**src/maPkg.sv**
```systemverilog
//////////////////////////////
// Shared types and default pipeline depths of the multiply-add unit
// Integer datapath only, no floating point variants
//////////////////////////////
`default_nettype none

package maPkg;

	//////////////////////////////
	// Datapath words
	//////////////////////////////

	// Operand and result word
	typedef logic [31:0] dataT;

	// Tag, carried unchanged from issue to result
	typedef logic [3:0] tagT;

	//////////////////////////////
	// Operation classes
	//////////////////////////////

	// Code 2'b11 is reserved and decodes to no operation
	typedef enum logic [1:0] {
		opAdd    = 2'b00,	// data1 + data2
		opMul    = 2'b01,	// Low word of data1 * data2
		opMulAdd = 2'b10	// data1 * data2 + data3
	} opT;

	//////////////////////////////
	// Default latencies
	//////////////////////////////

	// Multiplier stages, also the depth of the addend buffer
	localparam int defaultDepthMul = 3;

	// Adder stages
	localparam int defaultDepthAdd = 1;

endpackage

`default_nettype wire

```
**src/maAdder.sv**
```systemverilog
//////////////////////////////
// Pipelined integer adder, result after depth cycles
// depth must be 1 or more
//////////////////////////////
`timescale 1ns/1ps
`default_nettype none

module maAdder #(
	parameter int depth = 1
) (
	input  logic       clock,
	input  logic       rstN,
	input  logic       en,
	input  maPkg::dataT a,
	input  maPkg::dataT b,
	input  maPkg::tagT  tagIn,
	output logic       valid,
	output maPkg::dataT sum,
	output maPkg::tagT  tagOut
);
	import maPkg::*;

	logic [depth-1:0] validQ;
	dataT             sumQ [depth];
	tagT              tagQ [depth];

	// Valid chain, the only reset state
	always_ff @(posedge clock) begin
		if (!rstN) begin
			validQ <= '0;
		end else begin
			validQ[0] <= en;
			for (int i = 1; i < depth; i++) begin
				validQ[i] <= validQ[i-1];
			end
		end
	end

	// Sum formed in the first stage, then only delayed
	always_ff @(posedge clock) begin
		sumQ[0] <= a + b;
		tagQ[0] <= tagIn;
		for (int i = 1; i < depth; i++) begin
			sumQ[i] <= sumQ[i-1];
			tagQ[i] <= tagQ[i-1];
		end
	end

	assign valid  = validQ[depth-1];
	assign sum    = sumQ[depth-1];
	assign tagOut = tagQ[depth-1];

endmodule

`default_nettype wire

```
**src/maMultiplier.sv**
```systemverilog
//////////////////////////////
// Pipelined integer multiplier, keeps the low 32 bits of the product
// Chain flag marks a product that continues into the adder
//////////////////////////////
`timescale 1ns/1ps
`default_nettype none

module maMultiplier #(
	parameter int depth = 3
) (
	input  logic       clock,
	input  logic       rstN,
	input  logic       en,
	input  maPkg::dataT a,
	input  maPkg::dataT b,
	input  maPkg::tagT  tagIn,
	input  logic       chainIn,
	output logic       valid,
	output maPkg::dataT product,
	output maPkg::tagT  tagOut,
	output logic       chainOut
);
	import maPkg::*;

	logic [depth-1:0] validQ;
	logic [depth-1:0] chainQ;
	dataT             prodQ [depth];
	tagT              tagQ [depth];

	//////////////////////////////
	// Control chain
	//////////////////////////////
	always_ff @(posedge clock) begin
		if (!rstN) begin
			validQ <= '0;
		end else begin
			validQ[0] <= en;
			for (int i = 1; i < depth; i++) begin
				validQ[i] <= validQ[i-1];
			end
		end
	end

	//////////////////////////////
	// Payload
	//////////////////////////////
	always_ff @(posedge clock) begin
		prodQ[0]  <= a * b;	// Upper half dropped
		tagQ[0]   <= tagIn;
		chainQ[0] <= chainIn;	// Only meaningful with validQ
		for (int i = 1; i < depth; i++) begin
			prodQ[i]  <= prodQ[i-1];
			tagQ[i]   <= tagQ[i-1];
			chainQ[i] <= chainQ[i-1];
		end
	end

	assign valid    = validQ[depth-1];
	assign product  = prodQ[depth-1];
	assign tagOut   = tagQ[depth-1];
	assign chainOut = chainQ[depth-1];

endmodule

`default_nettype wire

```
**src/addendBuffer.sv**
```systemverilog
//////////////////////////////
// Ring buffer holding the third operand of each MULADD in flight
// popData shows the oldest entry, valid only while not empty
//////////////////////////////
`timescale 1ns/1ps
`default_nettype none

module addendBuffer #(
	parameter int numEntry = 3
) (
	input  logic       clock,
	input  logic       rstN,
	input  logic       push,
	input  maPkg::dataT pushData,
	input  logic       pop,
	output maPkg::dataT popData,
	output logic       full,
	output logic       empty
);
	import maPkg::*;

	localparam int ptrW = (numEntry > 1) ? $clog2(numEntry) : 1;
	localparam int cntW = $clog2(numEntry + 1);

	dataT            mem [numEntry];
	logic [ptrW-1:0] wrPtr;
	logic [ptrW-1:0] rdPtr;
	logic [cntW-1:0] count;
	logic            doPush;
	logic            doPop;

	// A full buffer still takes a push when the oldest entry leaves
	assign doPush = push & (~full | pop);
	assign doPop  = pop & ~empty;

	always_ff @(posedge clock) begin
		if (doPush) begin
			mem[wrPtr] <= pushData;
		end
	end

	//////////////////////////////
	// Pointers and occupancy
	//////////////////////////////
	always_ff @(posedge clock) begin
		if (!rstN) begin
			wrPtr <= '0;
			rdPtr <= '0;
			count <= '0;
		end else begin
			if (doPush) begin
				wrPtr <= (wrPtr == ptrW'(numEntry - 1)) ? '0 : wrPtr + 1'b1;
			end
			if (doPop) begin
				rdPtr <= (rdPtr == ptrW'(numEntry - 1)) ? '0 : rdPtr + 1'b1;
			end
			case ({doPush, doPop})
				2'b10:   count <= count + 1'b1;
				2'b01:   count <= count - 1'b1;
				default: count <= count;	// Both or neither
			endcase
		end
	end

	assign popData = mem[rdPtr];
	assign full    = (count == cntW'(numEntry));
	assign empty   = (count == '0);

endmodule

`default_nettype wire

```
**src/issueTracker.sv**
```systemverilog
//////////////////////////////
// Reserves adder input and result port ahead of time
// Bit k of each vector stands for the cycle k cycles from now
//////////////////////////////
`timescale 1ns/1ps
`default_nettype none

module issueTracker #(
	parameter int depthMul = 3,
	parameter int depthAdd = 1
) (
	input  logic clock,
	input  logic rstN,
	input  logic acceptAdd,
	input  logic acceptMul,
	input  logic acceptMulAdd,
	output logic addBusy,
	output logic mulSlotBusy,
	output logic chainSlotBusy
);

	localparam int resLen = depthMul + depthAdd;	// Furthest offset, a MULADD result

	logic [resLen:1]   resPort;	// Result port reservations
	logic [resLen:1]   resSet;
	logic [depthMul:0] addIn;	// Adder input, bit 0 is this cycle
	logic [depthMul:0] addSet;

	//////////////////////////////
	// New reservations per class
	//////////////////////////////
	always_comb begin
		resSet = '0;
		addSet = '0;
		if (acceptAdd) begin
			resSet[depthAdd] = 1'b1;
		end
		if (acceptMul) begin
			resSet[depthMul] = 1'b1;
		end
		if (acceptMulAdd) begin
			addSet[depthMul] = 1'b1;	// Chain pulse slot
			resSet[resLen]   = 1'b1;
		end
	end

	// Both vectors move one step toward the present
	always_ff @(posedge clock) begin
		if (!rstN) begin
			resPort <= '0;
			addIn   <= '0;
		end else begin
			resPort <= (resPort | resSet) >> 1;
			addIn   <= (addIn | addSet) >> 1;
		end
	end

	//////////////////////////////
	// Conflict levels
	//////////////////////////////

	// An ADD uses the adder input now and the port depthAdd later
	assign addBusy = resPort[depthAdd] | addIn[0];

	assign mulSlotBusy = resPort[depthMul];

	// MULADD needs both the chain slot and the late result slot
	assign chainSlotBusy = addIn[depthMul] | resPort[resLen];

endmodule

`default_nettype wire

```
**src/maUnit.sv**
```systemverilog
//////////////////////////////
// Integer multiply-add unit with fixed latency per class
// No output back-pressure, source must honour addBusy and mulBusy
//////////////////////////////
`timescale 1ns/1ps
`default_nettype none

module maUnit #(
	parameter int depthMul = maPkg::defaultDepthMul,
	parameter int depthAdd = maPkg::defaultDepthAdd
) (
	input  logic        clock,
	input  logic        rstN,
	input  logic        en,
	input  maPkg::opT   op,
	input  maPkg::tagT  tag,
	input  maPkg::dataT data1,
	input  maPkg::dataT data2,
	input  maPkg::dataT data3,
	output logic        valid,
	output maPkg::dataT result,
	output maPkg::tagT  resultTag,
	output logic        addBusy,
	output logic        mulBusy
);
	import maPkg::*;

	logic isAdd;
	logic isMul;
	logic isMulAdd;
	logic acceptAdd;
	logic acceptMul;
	logic acceptMulAdd;
	logic mulSlotBusy;
	logic chainSlotBusy;

	logic mulValid;
	dataT mulProduct;
	tagT  mulTag;
	logic mulChain;
	logic chainPulse;

	logic addEn;
	dataT addA;
	dataT addB;
	tagT  addTagIn;
	logic addValid;
	dataT addSum;
	tagT  addTag;
	dataT addend;

	//////////////////////////////
	// Issue decode
	//////////////////////////////
	assign isAdd    = en & (op == opAdd);
	assign isMul    = en & (op == opMul);
	assign isMulAdd = en & (op == opMulAdd);	// Reserved code matches none

	assign mulBusy = (op == opMulAdd) ? chainSlotBusy : mulSlotBusy;

	assign acceptAdd    = isAdd & ~addBusy;
	assign acceptMul    = isMul & ~mulSlotBusy;
	assign acceptMulAdd = isMulAdd & ~chainSlotBusy;

	issueTracker #(
		.depthMul (depthMul),
		.depthAdd (depthAdd)
	) u_tracker (
		.clock         (clock),
		.rstN          (rstN),
		.acceptAdd     (acceptAdd),
		.acceptMul     (acceptMul),
		.acceptMulAdd  (acceptMulAdd),
		.addBusy       (addBusy),
		.mulSlotBusy   (mulSlotBusy),
		.chainSlotBusy (chainSlotBusy)
	);

	//////////////////////////////
	// Multiplier and addend buffer
	//////////////////////////////
	maMultiplier #(
		.depth (depthMul)
	) u_mul (
		.clock    (clock),
		.rstN     (rstN),
		.en       (acceptMul | acceptMulAdd),
		.a        (data1),
		.b        (data2),
		.tagIn    (tag),
		.chainIn  (acceptMulAdd),
		.valid    (mulValid),
		.product  (mulProduct),
		.tagOut   (mulTag),
		.chainOut (mulChain)
	);

	// Product bound for the adder this cycle
	assign chainPulse = mulValid & mulChain;

	// At most depthMul MULADDs can be in flight
	addendBuffer #(
		.numEntry (depthMul)
	) u_addend (
		.clock    (clock),
		.rstN     (rstN),
		.push     (acceptMulAdd),
		.pushData (data3),
		.pop      (chainPulse),
		.popData  (addend),
		.full     (),
		.empty    ()
	);

	//////////////////////////////
	// Adder input select
	//////////////////////////////
	assign addEn    = chainPulse | acceptAdd;	// Tracker keeps these apart
	assign addA     = chainPulse ? mulProduct : data1;
	assign addB     = chainPulse ? addend : data2;
	assign addTagIn = chainPulse ? mulTag : tag;

	maAdder #(
		.depth (depthAdd)
	) u_add (
		.clock  (clock),
		.rstN   (rstN),
		.en     (addEn),
		.a      (addA),
		.b      (addB),
		.tagIn  (addTagIn),
		.valid  (addValid),
		.sum    (addSum),
		.tagOut (addTag)
	);

	//////////////////////////////
	// Result port
	//////////////////////////////

	// Adder and plain multiplier results never coincide
	assign valid     = addValid | (mulValid & ~mulChain);
	assign result    = addValid ? addSum : mulProduct;
	assign resultTag = addValid ? addTag : mulTag;

endmodule

`default_nettype wire

```
**config.mk**
```make
export PLATFORM = sky130hd
export DESIGN_NAME = maUnit
export DESIGN_NICKNAME = d
export VERILOG_FILES = /design/src/maPkg.sv /design/src/maAdder.sv /design/src/maMultiplier.sv /design/src/addendBuffer.sv /design/src/issueTracker.sv /design/src/maUnit.sv
export SDC_FILE = /design/constraint.sdc
export NUM_CORES = 2
export LEC_CHECK = 0
export ABC_AREA = 1
export ABC_CLOCK_PERIOD_IN_PS = 10600
export BUFFER_PORTS_ARGS = -buffer_cell sky130_fd_sc_hd__buf_4
export CORE_UTILIZATION = 48
export DETAILED_ROUTE_END_ITERATION = 6
export GPL_TIMING_DRIVEN = 0
export HOLD_SLACK_MARGIN = 0.1
export PLACE_DENSITY = 0.64
export SLEW_MARGIN = 40
export SYNTH_ARGS = -nofsm -noshare
export SYNTH_HDL_FRONTEND = slang
export SYNTH_HIERARCHICAL = 1
export SYNTH_SLANG_ARGS = --single-unit
```
**constraint.sdc**
```tcl
create_clock -name clock -period 10.6 [get_ports clock]
set_input_delay 2.12 -clock clock [delete_from_list [all_inputs] [get_ports clock]]
set_output_delay 2.12 -clock clock [all_outputs]
set_load 0.02 [all_outputs]
```
==> summary.txt <==
Clock network
  • Clock tree buffer depth: 3
  • Clk root buf: clkbuf_16
  • Clock sinks: 260
  • CTS buffer count: 23
  • Clock H-tree levels: 1
  • Clock latency on the worst-skew pair: about 0.54 ns
  • Clock tree from TritonCTS: done
  • Postcts setup bufs: 0
  • Reg clk slew, reported paths: roughly 0.07 ns
  • Post-cts sizing count: 0
  • Cts hold-fix bufs: 0

Layout
  • Most common cell after layout, fill and taps aside: nand2_1
  • Reg area: 6170 um^2
  • Area of the multi-input gates: roughly 17000 um^2
  • Fillers: approximately 5600
  • Share of cells above drive strength 1: 0.0907
  • Fin util: 0.537
  • P&R area growth vs syn: 10.5%
  • Most frequent cells in the layout: nand2_1, inv_1, fa_1
  • Nets@finish: ~4500
  • Finished Layout Cells: 4617

Routing
  • Routed wire length: 89.5 mm
  • Drc violations: 0
  • Vias per cell: between 4 and 5
  • Detail Route Antenna Nets: 0
  • WL per Instance: slightly below 20 um
  • 1st-iter DRT viols: 1971
  • First-pass DRT Iterations: 7
  • Via count: approximately 23000

STA
  • Slew HR: 0.390
  • Hold Fails Final Rpt: 0
  • Period utilization: 0.876
  • Maximum clock frequency: 0.108 GHz
  • Slew Viols, Final: 0
  • Slew @ Worst Pin: approximately 0.92 ns
  • Setup violators final: 0
  • Setup ws final: ~1.3 ns
  • Minimum clock period: just over 9 ns
  • Clock Skew: between 0.015 and 0.02 ns
  • RSZ-0062 raised after global routing: no
  • Setup_tns: 0 ns

Min path
  • Hold path startpoint: u_mul/prodQ[0][37]
  • Worst Hold Class: flip-flop to flip-flop

Placement
  • Post-Place Setup Slack: approximately 0.9 ns
  • Dpl hpwl: ~73 mm
  • Port bufs: 143
  • Placed cells: about 4600
  • Final RePlAce weighted congestion: around 0.98

Critical path
  • CP required: about 11 ns
  • CP max FO: 10
  • Startpoint Class: primary input
  • Worst Path Arrival: roughly 9.7 ns
  • Crit Path Category: primary input to flip-flop
  • Crit path capture type: flip-flop
  • Worst Setup SP: data1[12]

Floorplanning
  • Die span in x: about 240 um
  • Row count: 88
  • Core Area: roughly 58000 um^2
  • Die area: about 60000 um^2
  • # IOs: 144
  • Die height: 244 um
  • Starting Density: 0.486

Global route
  • Overall routing resource usage: 0.303
  • Largest net degree at the start of global routing: 33
  • Vias in the first global route: approximately 22000
  • Congestion Overflow GR: 0
  • First-pass GRT wire length: ~130 mm
  • Initial antenna violation count: 4

Logic synthesis
  • Mapped cell area: ~28000 um^2
  • Yosys warns: 6
  • Mapped Cells: 3659
  • Syn_area_per_cell: approximately 7.7 um^2
  • Synthesized net count: between 4000 and 5000

Outcome
  • Status: finished clean

Flow run
  • Max Cap Viol: 0
worst max-delay path, stage by stage:
cell and delay [ns]:
buf_4 0.15, clkbuf_1 0.67, buf_1 0.63, nand2_1 0.16
fa_1 0.56, fa_1 0.47, fa_1 0.56, inv_1 0.05
fa_1 0.49, inv_1 0.05, fa_1 0.57, inv_1 0.06
fa_1 0.50, fa_1 0.60, fa_1 0.49, ha_1 0.37
a21oi_1 0.19, o21ai_0 0.15, nand2_1 0.08, o311ai_0 0.12
a31oi_1 0.39, inv_1 0.08, nand3_1 0.09, nand2_1 0.07
final timing paths:
path,cells after the start,end,slack [ns]
setup / recovery,24,u_mul/prodQ[0][31],1.31
hold / removal,0,u_mul/prodQ[0][69],0.32
setup reg to reg,17,u_add/sumQ[0][28],7.57
hold reg to reg,0,u_mul/prodQ[0][69],0.32
per-layer routing:
metal / track usage / up-vias / wire length, um / share of wire
met5: 0 / - / 23 / 0.00026
met4: 0.0877 / 4 / 2880 / 0.032
met3: 0.0759 / 145 / 9240 / 0.10
met2: 0.465 / 891 / 39500 / 0.44
met1: 0.421 / 11000 / 37900 / 0.42
li1: - / 10900 / - / -
registers in the layout, indices dropped and copies added (netlist names), named ones only:
register	flops
u_add/sumQ	32
u_addend/mem	96
u_mul/prodQ	96
u_mul/validQ	3
u_add/tagQ	4
u_addend/wrPtr	2
u_add/valid	1
u_addend/count	2
u_mul/tagQ	12
u_tracker/addIn	2
u_tracker/resPort	3
u_addend/rdPtr	2
u_mul/chainQ	3
stage by stage:
step	hold WS (ns)	instance area, um^2
after floorplan	0.310	28100
after global placement	0.311	30100
after detailed placement	0.312	30200
after CTS	0.324	31000
after global routing	0.331	31000
final	0.319	31100
area by class of cell:
cell class              count  area share
multi-input cells        2255       0.559
flip-flops and latches    260       0.199
inverters                 968       0.117
repair buffers            149      0.0381
plain buffers             176      0.0314
well taps                 765      0.0308
clock buffers              31      0.0222
clock inverters            10     0.00310
diodes                      3    0.000242
Power is left out: the tool's default activity adds up to more than one toggle a clock period on the data nets, which glitch-free logic cannot reach.
